File: config.mk
export PLATFORM = sky130hd
export DESIGN_NAME = lc4_processor
export DESIGN_NICKNAME = d
export VERILOG_FILES = /design/src/hw/lc4_pkg.sv /design/src/hw/lc4_decoder.sv /design/src/hw/lc4_alu.sv /design/src/hw/lc4_regfile.sv /design/src/hw/lc4_hazard_unit.sv /design/src/hw/lc4_processor.sv
export SDC_FILE = /design/constraint.sdc
export NUM_CORES = 1
export LEC_CHECK = 0
export BUFFER_PORTS_ARGS = -buffer_cell sky130_fd_sc_hd__buf_2
export CAP_MARGIN = 20
export CORE_MARGIN = 1
export CORE_UTILIZATION = 55
export DETAILED_ROUTE_END_ITERATION = 16
export PLACE_DENSITY = 0.74
export SYNTH_ARGS = -nofsm -noshare
export SYNTH_HDL_FRONTEND = slang
export SYNTH_HIERARCHICAL = 1
export SYNTH_SLANG_ARGS = --single-unit
File: constraint.sdc
create_clock -name gwe -period 8.94 [get_ports gwe]
set_clock_uncertainty 0.15 [all_clocks]
set_input_delay 0 -clock gwe [delete_from_list [all_inputs] [get_ports gwe]]
set_output_delay 0 -clock gwe [all_outputs]
set_load 0.02 [all_outputs]
File: src/hw/lc4_pkg.sv
package lc4_pkg;

    // ISA widths
    localparam int word_w    = 16;
    localparam int reg_sel_w = 3;
    localparam int nzp_w     = 3;

    // first fetch address after reset
    localparam logic [word_w-1:0] reset_pc = 16'h8200;

    // opcodes in insn[15:12]
    localparam logic [3:0] op_br    = 4'b0000;
    localparam logic [3:0] op_arith = 4'b0001;
    localparam logic [3:0] op_logic = 4'b0101;
    localparam logic [3:0] op_ldr   = 4'b0110;
    localparam logic [3:0] op_str   = 4'b0111;
    localparam logic [3:0] op_const = 4'b1001;

    // sub-op codes in insn[5:3], arith group
    localparam logic [2:0] fn_add = 3'b000;
    localparam logic [2:0] fn_sub = 3'b010;
    // sub-op codes in insn[5:3], logic group
    localparam logic [2:0] fn_and = 3'b000;
    localparam logic [2:0] fn_or  = 3'b010;
    localparam logic [2:0] fn_xor = 3'b011;

    typedef struct packed {
        logic [3:0]           opcode;
        logic [reg_sel_w-1:0] rd;
        logic [reg_sel_w-1:0] rs;
        logic [2:0]           sub;
        logic [reg_sel_w-1:0] rt;
    } insn_rrr_t;

    // imm_flag and imm5 together also form imm6 of LDR and STR
    typedef struct packed {
        logic [3:0]           opcode;
        logic [reg_sel_w-1:0] rd;
        logic [reg_sel_w-1:0] rs;
        logic                 imm_flag;
        logic [4:0]           imm5;
    } insn_imm_t;

    typedef struct packed {
        logic [3:0]       opcode;
        logic [nzp_w-1:0] nzp;
        logic [8:0]       imm9;
    } insn_br_t;

    typedef union packed {
        insn_rrr_t rrr;
        insn_imm_t imm;
        insn_br_t  br;
    } insn_u;

    typedef struct packed {
        logic [reg_sel_w-1:0] rs_sel;
        logic [reg_sel_w-1:0] rt_sel;
        logic [reg_sel_w-1:0] rd_sel;
        logic                 rs_re;
        logic                 rt_re;
        logic                 rd_we;
        logic                 nzp_we;
        logic                 is_load;
        logic                 is_store;
        logic                 is_branch;
    } ctrl_t;

    typedef struct packed {
        logic              valid;
        logic [word_w-1:0] pc;
        insn_u             insn;
        ctrl_t             ctrl;
    } stage_t;

    typedef enum logic [1:0] {
        none   = 2'd0,
        from_m = 2'd1,
        from_w = 2'd2
    } bypass_sel_e;

    typedef struct packed {
        logic                 valid;
        logic [word_w-1:0]    pc;
        insn_u                insn;
        logic                 rf_we;
        logic [reg_sel_w-1:0] rf_wsel;
        logic [word_w-1:0]    rf_wdata;
        logic                 nzp_we;
        logic [nzp_w-1:0]     nzp_bits;
        logic                 dm_we;
        logic [word_w-1:0]    dm_addr;
        logic [word_w-1:0]    dm_data;
    } wb_trace_t;

endpackage

File: src/hw/lc4_decoder.sv
`timescale 1ns/1ns

module lc4_decoder import lc4_pkg::*; (
    input  insn_u i_insn,
    output ctrl_t o_ctrl
);

    // register-register sub-op supported for this opcode group
    logic rr_ok;
    // instruction of the arith/logic groups that writes a register
    logic alu_ok;

    assign rr_ok = (i_insn.rrr.opcode == op_arith) ?
                   (i_insn.rrr.sub == fn_add || i_insn.rrr.sub == fn_sub) :
                   (i_insn.rrr.sub == fn_and || i_insn.rrr.sub == fn_or ||
                    i_insn.rrr.sub == fn_xor);

    // ADD imm5 and AND imm5 are both legal
    assign alu_ok = i_insn.imm.imm_flag || rr_ok;

    always_comb begin
        o_ctrl = '0;
        o_ctrl.rs_sel = i_insn.rrr.rs;
        // a store reads its data register from the rd field
        o_ctrl.rt_sel = (i_insn.rrr.opcode == op_str) ? i_insn.rrr.rd : i_insn.rrr.rt;
        o_ctrl.rd_sel = i_insn.rrr.rd;

        case (i_insn.rrr.opcode)
            op_br: begin
                // nzp of 000 never branches
                o_ctrl.is_branch = (i_insn.br.nzp != '0);
            end
            op_arith, op_logic: begin
                o_ctrl.rs_re  = alu_ok;
                o_ctrl.rt_re  = alu_ok && !i_insn.imm.imm_flag;
                o_ctrl.rd_we  = alu_ok;
                o_ctrl.nzp_we = alu_ok;
            end
            op_ldr: begin
                o_ctrl.rs_re   = 1'b1;
                o_ctrl.rd_we   = 1'b1;
                o_ctrl.nzp_we  = 1'b1;
                o_ctrl.is_load = 1'b1;
            end
            op_str: begin
                o_ctrl.rs_re    = 1'b1;
                o_ctrl.rt_re    = 1'b1;
                o_ctrl.is_store = 1'b1;
            end
            op_const: begin
                o_ctrl.rd_we  = 1'b1;
                o_ctrl.nzp_we = 1'b1;
            end
            default: begin
                // anything else retires as a no-op
                o_ctrl.rs_re = 1'b0;
            end
        endcase
    end

endmodule

File: src/hw/lc4_alu.sv
`timescale 1ns/1ns

module lc4_alu import lc4_pkg::*; (
    input  insn_u             i_insn,
    input  logic [word_w-1:0] i_pc,
    input  logic [word_w-1:0] i_rs,
    input  logic [word_w-1:0] i_rt,
    output logic [word_w-1:0] o_result
);

    logic [word_w-1:0] imm5_sx;
    logic [word_w-1:0] imm6_sx;
    logic [word_w-1:0] imm9_sx;
    logic [word_w-1:0] arith_res;
    logic [word_w-1:0] logic_res;

    assign imm5_sx = {{(word_w-5){i_insn.imm.imm5[4]}}, i_insn.imm.imm5};
    // imm6 spans the flag bit and imm5
    assign imm6_sx = {{(word_w-6){i_insn.imm.imm_flag}}, i_insn.imm.imm_flag, i_insn.imm.imm5};
    assign imm9_sx = {{(word_w-9){i_insn.br.imm9[8]}}, i_insn.br.imm9};

    always_comb begin
        if (i_insn.imm.imm_flag) begin
            arith_res = i_rs + imm5_sx;
        end else if (i_insn.rrr.sub == fn_sub) begin
            arith_res = i_rs - i_rt;
        end else begin
            arith_res = i_rs + i_rt;
        end
    end

    always_comb begin
        if (i_insn.imm.imm_flag) begin
            logic_res = i_rs & imm5_sx;
        end else begin
            case (i_insn.rrr.sub)
                fn_and:  logic_res = i_rs & i_rt;
                fn_or:   logic_res = i_rs | i_rt;
                fn_xor:  logic_res = i_rs ^ i_rt;
                default: logic_res = '0;
            endcase
        end
    end

    always_comb begin
        case (i_insn.rrr.opcode)
            op_arith:       o_result = arith_res;
            op_logic:       o_result = logic_res;
            op_const:       o_result = imm9_sx;
            // effective address
            op_ldr, op_str: o_result = i_rs + imm6_sx;
            // branch target
            op_br:          o_result = i_pc + 16'd1 + imm9_sx;
            default:        o_result = '0;
        endcase
    end

endmodule

File: src/hw/lc4_regfile.sv
`timescale 1ns/1ns

module lc4_regfile import lc4_pkg::*; (
    input  logic                 gwe,
    input  logic                 i_arst_n,
    input  logic [reg_sel_w-1:0] i_rs_sel,
    input  logic [reg_sel_w-1:0] i_rt_sel,
    input  logic [reg_sel_w-1:0] i_rd_sel,
    input  logic                 i_we,
    input  logic [word_w-1:0]    i_wdata,
    output logic [word_w-1:0]    o_rs_data,
    output logic [word_w-1:0]    o_rt_data
);

    logic [word_w-1:0] regs [2**reg_sel_w];

    always_ff @(posedge gwe or negedge i_arst_n) begin
        if (!i_arst_n) begin
            for (int i = 0; i < 2**reg_sel_w; i++) begin
                regs[i] <= '0;
            end
        end else if (i_we) begin
            regs[i_rd_sel] <= i_wdata;
        end
    end

    // write-before-read, so decode sees the value retiring this cycle
    assign o_rs_data = (i_we && i_rd_sel == i_rs_sel) ? i_wdata : regs[i_rs_sel];
    assign o_rt_data = (i_we && i_rd_sel == i_rt_sel) ? i_wdata : regs[i_rt_sel];

endmodule

File: src/hw/lc4_hazard_unit.sv
`timescale 1ns/1ns

module lc4_hazard_unit import lc4_pkg::*; (
    input  stage_t      i_d,
    input  stage_t      i_x,
    input  stage_t      i_m,
    input  stage_t      i_w,
    output bypass_sel_e o_rs_sel,
    output bypass_sel_e o_rt_sel,
    output logic        o_store_from_w,
    output logic        o_load_stall
);

    logic rs_uses_x;
    logic rt_uses_x;

    // true when an older stage will write the given register
    function automatic logic writes(input stage_t s, input logic [reg_sel_w-1:0] sel);
        return s.valid && s.ctrl.rd_we && s.ctrl.rd_sel == sel;
    endfunction

    // M is younger than W, so its value wins
    function automatic bypass_sel_e pick(input logic re, input logic [reg_sel_w-1:0] sel,
                                         input stage_t m, input stage_t w);
        bypass_sel_e res;
        res = none;
        if (re && writes(m, sel)) begin
            res = from_m;
        end else if (re && writes(w, sel)) begin
            res = from_w;
        end
        return res;
    endfunction

    assign o_rs_sel = pick(i_x.ctrl.rs_re, i_x.ctrl.rs_sel, i_m, i_w);
    assign o_rt_sel = pick(i_x.ctrl.rt_re, i_x.ctrl.rt_sel, i_m, i_w);

    // store data picked up from the retiring instruction
    assign o_store_from_w = i_m.valid && i_m.ctrl.is_store && writes(i_w, i_m.ctrl.rt_sel);

    assign rs_uses_x = i_d.ctrl.rs_re && writes(i_x, i_d.ctrl.rs_sel);
    // store data is left out, the WM path delivers it in time
    assign rt_uses_x = i_d.ctrl.rt_re && !i_d.ctrl.is_store && writes(i_x, i_d.ctrl.rt_sel);

    assign o_load_stall = i_d.valid && i_x.ctrl.is_load && (rs_uses_x || rt_uses_x);

endmodule

File: src/hw/lc4_processor.sv
`timescale 1ns/1ns

module lc4_processor import lc4_pkg::*; (
    input  logic              gwe,
    input  logic              i_arst_n,
    output logic [word_w-1:0] o_cur_pc,
    input  logic [word_w-1:0] i_cur_insn,
    output logic [word_w-1:0] o_dmem_addr,
    input  logic [word_w-1:0] i_dmem_rdata,
    output logic              o_dmem_we,
    output logic [word_w-1:0] o_dmem_wdata,
    output wb_trace_t         o_trace
);

    logic [word_w-1:0] pc;
    logic              d_valid;
    logic [word_w-1:0] d_pc;
    insn_u             d_insn;
    ctrl_t             d_ctrl;
    stage_t            d_stage;
    stage_t            x_stage;
    stage_t            m_stage;
    stage_t            w_stage;

    logic [word_w-1:0] rf_rs_data;
    logic [word_w-1:0] rf_rt_data;
    logic [word_w-1:0] x_rs;
    logic [word_w-1:0] x_rt;
    logic [word_w-1:0] x_rs_fwd;
    logic [word_w-1:0] x_rt_fwd;
    logic [word_w-1:0] x_result;
    bypass_sel_e       rs_byp;
    bypass_sel_e       rt_byp;
    logic              store_from_w;
    logic              load_stall;
    logic              x_taken;

    logic [nzp_w-1:0]  nzp_reg;
    logic [nzp_w-1:0]  nzp_cur;
    logic [nzp_w-1:0]  m_nzp;
    logic [nzp_w-1:0]  w_nzp;
    logic [word_w-1:0] m_result;
    logic [word_w-1:0] m_rt;
    logic [word_w-1:0] m_wdata;
    logic [word_w-1:0] m_dm_data;
    logic [word_w-1:0] w_wdata;
    logic [word_w-1:0] w_dm_addr;
    logic [word_w-1:0] w_dm_data;

    function automatic logic [nzp_w-1:0] nzp_of(input logic [word_w-1:0] value);
        logic [nzp_w-1:0] bits;
        if (value[word_w-1]) begin
            bits = 3'b100;
        end else if (value == '0) begin
            bits = 3'b010;
        end else begin
            bits = 3'b001;
        end
        return bits;
    endfunction

    lc4_decoder u_decoder (
        .i_insn (d_insn),
        .o_ctrl (d_ctrl)
    );

    // a bubble in D carries no control bits downstream
    always_comb begin
        d_stage.valid = d_valid;
        d_stage.pc    = d_pc;
        d_stage.insn  = d_insn;
        d_stage.ctrl  = d_valid ? d_ctrl : '0;
    end

    lc4_regfile u_regfile (
        .gwe       (gwe),
        .i_arst_n  (i_arst_n),
        .i_rs_sel  (d_stage.ctrl.rs_sel),
        .i_rt_sel  (d_stage.ctrl.rt_sel),
        .i_rd_sel  (w_stage.ctrl.rd_sel),
        .i_we      (w_stage.valid && w_stage.ctrl.rd_we),
        .i_wdata   (w_wdata),
        .o_rs_data (rf_rs_data),
        .o_rt_data (rf_rt_data)
    );

    lc4_hazard_unit u_hazard (
        .i_d            (d_stage),
        .i_x            (x_stage),
        .i_m            (m_stage),
        .i_w            (w_stage),
        .o_rs_sel       (rs_byp),
        .o_rt_sel       (rt_byp),
        .o_store_from_w (store_from_w),
        .o_load_stall   (load_stall)
    );

    // MX and WX bypass
    assign x_rs_fwd = (rs_byp == from_m) ? m_result : (rs_byp == from_w) ? w_wdata : x_rs;
    assign x_rt_fwd = (rt_byp == from_m) ? m_result : (rt_byp == from_w) ? w_wdata : x_rt;

    lc4_alu u_alu (
        .i_insn   (x_stage.insn),
        .i_pc     (x_stage.pc),
        .i_rs     (x_rs_fwd),
        .i_rt     (x_rt_fwd),
        .o_result (x_result)
    );

    // the NZP produced in M is not in the register yet
    assign nzp_cur = m_stage.ctrl.nzp_we ? m_nzp : nzp_reg;
    assign x_taken = x_stage.valid && x_stage.ctrl.is_branch &&
                     ((x_stage.insn.br.nzp & nzp_cur) != '0);

    always_ff @(posedge gwe or negedge i_arst_n) begin
        if (!i_arst_n) begin
            pc      <= reset_pc;
            d_valid <= 1'b0;
            d_pc    <= '0;
            d_insn  <= '0;
        end else if (x_taken) begin
            pc      <= x_result;
            d_valid <= 1'b0;
        end else if (!load_stall) begin
            pc      <= pc + 16'd1;
            d_valid <= 1'b1;
            d_pc    <= pc;
            d_insn  <= i_cur_insn;
        end
    end

    always_ff @(posedge gwe or negedge i_arst_n) begin
        if (!i_arst_n) begin
            x_stage <= '0;
            m_stage <= '0;
            w_stage <= '0;
            nzp_reg <= '0;
        end else begin
            // bubble into X on a load-use stall or a taken branch
            x_stage <= (x_taken || load_stall) ? '0 : d_stage;
            m_stage <= x_stage;
            w_stage <= m_stage;
            if (m_stage.ctrl.nzp_we) begin
                nzp_reg <= m_nzp;
            end
        end
    end

    always_ff @(posedge gwe) begin
        x_rs      <= rf_rs_data;
        x_rt      <= rf_rt_data;
        m_result  <= x_result;
        m_rt      <= x_rt_fwd;
        w_wdata   <= m_wdata;
        w_nzp     <= m_nzp;
        w_dm_addr <= (m_stage.ctrl.is_load || m_stage.ctrl.is_store) ? m_result : '0;
        w_dm_data <= m_dm_data;
    end

    assign m_wdata = m_stage.ctrl.is_load ? i_dmem_rdata : m_result;
    assign m_nzp   = nzp_of(m_wdata);

    assign o_cur_pc     = pc;
    assign o_dmem_addr  = m_result;
    assign o_dmem_we    = m_stage.valid && m_stage.ctrl.is_store;
    // WM bypass of store data
    assign o_dmem_wdata = store_from_w ? w_wdata : m_rt;
    assign m_dm_data    = m_stage.ctrl.is_load  ? i_dmem_rdata :
                          m_stage.ctrl.is_store ? o_dmem_wdata : '0;

    always_comb begin
        o_trace.valid    = w_stage.valid;
        o_trace.pc       = w_stage.pc;
        o_trace.insn     = w_stage.insn;
        o_trace.rf_we    = w_stage.ctrl.rd_we;
        o_trace.rf_wsel  = w_stage.ctrl.rd_sel;
        o_trace.rf_wdata = w_wdata;
        o_trace.nzp_we   = w_stage.ctrl.nzp_we;
        o_trace.nzp_bits = w_nzp;
        o_trace.dm_we    = w_stage.ctrl.is_store;
        o_trace.dm_addr  = w_dm_addr;
        o_trace.dm_data  = w_dm_data;
    end

endmodule

==> results.ini <==
[layout]
flip_flop_count_of_the_largest_register_all_copies_and_words_added=128
largest_register=u_regfile/regs
insertedDiodeCount=0
final_cell_count_no_fill=2571
layout-drive-gt1-share_pct=28.64
num-fill-cells=3114
fin_nets=2113
area_growth_pct=13.09
layout_top_registers=u_regfile/regs x128, x_stage x49, m_stage x43
final_core_util_pct=63.17

[power]
internal-power_w=0.005237
total_switching_power_w=0.003162
power.density_cell_area_nw_per_um2=333.9
swShare_pct=37.65
vdd_ir_drop_max_v=0.0001642
power.static_leakage_nw=11.76
sequentialPowerShare_pct=36.5
share_of_total_power_in_combinational_logic_pct=40.2
clock_power_share_pct=23.3

[floorplan]
site_rows=73
chipWidth_um=203.1
pin_count=173
initial_utilization_pct=55.86
core_um2=39820
design.die.area_um2=41250
floorplan.die.height_um=203.1

[outcome]
run_status=completed

[global_route]
antenna_violations_before_repair=5
grt_pass1_wl_mm=90.57
grt_pass1_vias=15370
maximum_number_of_pins_on_one_net_before_global_route_repair=104
global_route.overflow_total=0
total_global_routing_track_utilization_pct=29.21

[clock_network]
cts_tree=done
post_cts_buffers=0
cts_max_level=2
numClockSinks=425
clk_path_buf_depth=3
cts_buffers=45
cts_root_buffer=clkbuf_16
clock_latency_ns=0.59
cts.reportedPaths.clkPinSlew_ns=0.06
cts.repair.resized=0

[placement]
dp_slack_ns=1.609
dpl.cell_count=2451
input_output_buffers=172
gpl.final_weighted_congestion=0.8993
dp_hpwl_mm=40.56

[synth]
synth_warnings=6
synthesis.area_um2=22240
synthesis.area_per_instance_um2=11.89
syn_inst=1871
synth.net_count=1973

[route]
avgViaCountPerCell=6.042
drt.antenna.violating_nets=0
drt_iter0_drc=1085
detail_route.first_pass.iterations=5
route.vias.total=15530
avgRoutedWirePerCell_um=23.35
detail_route.drc_violations=0
routed_wl_mm=60.03

[run]
max-cap-violations=0

[min_path]
holdCritStartpoint=i_cur_insn[15]
min-delay-path-class=input pin to flip-flop
hold_depth=3
worstHoldEndpoint=d_insn[15]

[critical_path]
endpoint_kind=flip-flop
required_time_of_the_critical_path_ns=9.25
worst-endpoint-arrival_ns=7.82
crit_fanout=33
r2r_cells=25
rr_endpoint=o_cur_pc[13]
worstSetupStartpointType=flip-flop
rr_startpoint=m_stage[8]
crit_type=flip-flop to flip-flop
r2r_slack_ns=1.43

[timing]
final_tns_setup_ns=0
layout_worst_path_cycle_share_pct=83.96
max_freq_mhz=133.2
rsz_0062_raised_after_global_routing=false
period_minus_slack_ns=7.506
final-setup-viol-count=0
max_slew.worst_pin.slew_ns=1.044
post-route-worst-setup-slack_ns=1.434
slew_viol_final=0
hold_viol=0
maxSlewHeadroom_pct=29.81

power by group through the flow:
| stage | registers, W | logic, W | clock network (W) |
|---|---|---|---|
| floorplan | 0.00292 | 0.00254 | 0 |
| global placement | 0.00304 | 0.00325 | 0 |
| detailed placement | 0.00308 | 0.00330 | 0 |
| CTS | 0.00306 | 0.00335 | 0.00199 |
| global route | 0.00314 | 0.00365 | 0.00205 |
| finish | 0.00307 | 0.00338 | 0.00195 |
critical path: stages, from the launching register on:
cell and delay, ns:
dfrtp_1 0.41, xor2_1 0.28, nor4_4 0.08, buf_4 0.25, nor4_4 0.86, mux2i_1 0.19, a21oi_1 0.66, inv_1 0.25
ha_1 0.39, xnor2_1 0.17, or3_2 0.47, a2111oi_0 0.34, a211oi_1 0.24, xnor2_1 0.22, o21ai_0 0.19, ha_1 0.29
o21a_1 0.21, o21ai_0 0.21, a311oi_1 0.11, o21a_1 0.22, o31a_1 0.30, o21ai_0 0.18, o32ai_1 0.10, o21ai_0 0.20
o211ai_1 0.14, mux2_2 0.30
placed cells by master (no fill, tap or decap), types with 8 or more instances in the layout:
cell type,n
a211oi_1,36
a21oi_1,70
a22oi_1,19
and2_1,69
buf_2,171
buf_4,39
clkbuf_16,46
clkbuf_8,8
clkinv_2,8
dfrtp_1,309
dfxtp_1,114
dlygate4sd3_1,35
ha_1,66
inv_1,82
mux2_2,249
mux2_4,14
mux2i_1,47
mux4_1,64
nand2_1,71
nand2b_1,26
nand3_1,31
nand4_1,15
nor2_1,61
nor2b_1,40
nor3_1,19
nor4_1,14
o21ai_0,73
xnor2_1,58
xor2_1,27
final cells by class:
type                            instances  area [µm²]  share of cell area, %
Inverter                               82       307.8                  1.224
Sequential cell                       425       10070                  40.02
Clock inverter                         21       269.0                  1.069
Clock buffer                           61        1287                  5.118
Timing Repair Buffer                  249        1584                  6.297
Multi-Input combinational cell       1208       10980                  43.66
Tap cell                              525       656.9                  2.611
per-stage QoR:
step                total power [W]  hold slack [ns]  instance area, µm²
floorplan                  0.005459          -0.4456               22240
global placement           0.006294         -0.08024               23180
detailed placement         0.006387         -0.07022               23180
CTS                        0.008395        0.0009118               25110
global route               0.008847          0.03895               25160
finish                     0.008399          0.03834               25160
worst max path at each step:
stage	startpoint	end	slack (ns)	depth (start not counted)
after floorplan	m_stage[8]	o_cur_pc[13]	2.58	27
after global routing	m_stage[8]	o_cur_pc[13]	0.82	25
after CTS	x_stage[11]	o_cur_pc[13]	1.50	25
after detailed placement	m_stage[8]	o_cur_pc[13]	1.61	25
final	m_stage[8]	o_cur_pc[13]	1.43	25
after global placement	m_stage[8]	o_cur_pc[15]	1.77	24
what timing repair did:
action                                 CTS  global route
setup endpoints to repair                0             0
endpoints found under the hold margin  155             0
hold buffers                            36             0
routing by layer:
layer,routed length [µm],GRT usage [%],vias up
li1,-,-,7012
met4,2028,10.82,0
met5,0,0,-
met3,3799,4.655,102
met1,25960,40.04,7893
met2,28240,46.87,527
Power figures use the tool's default switching activity.
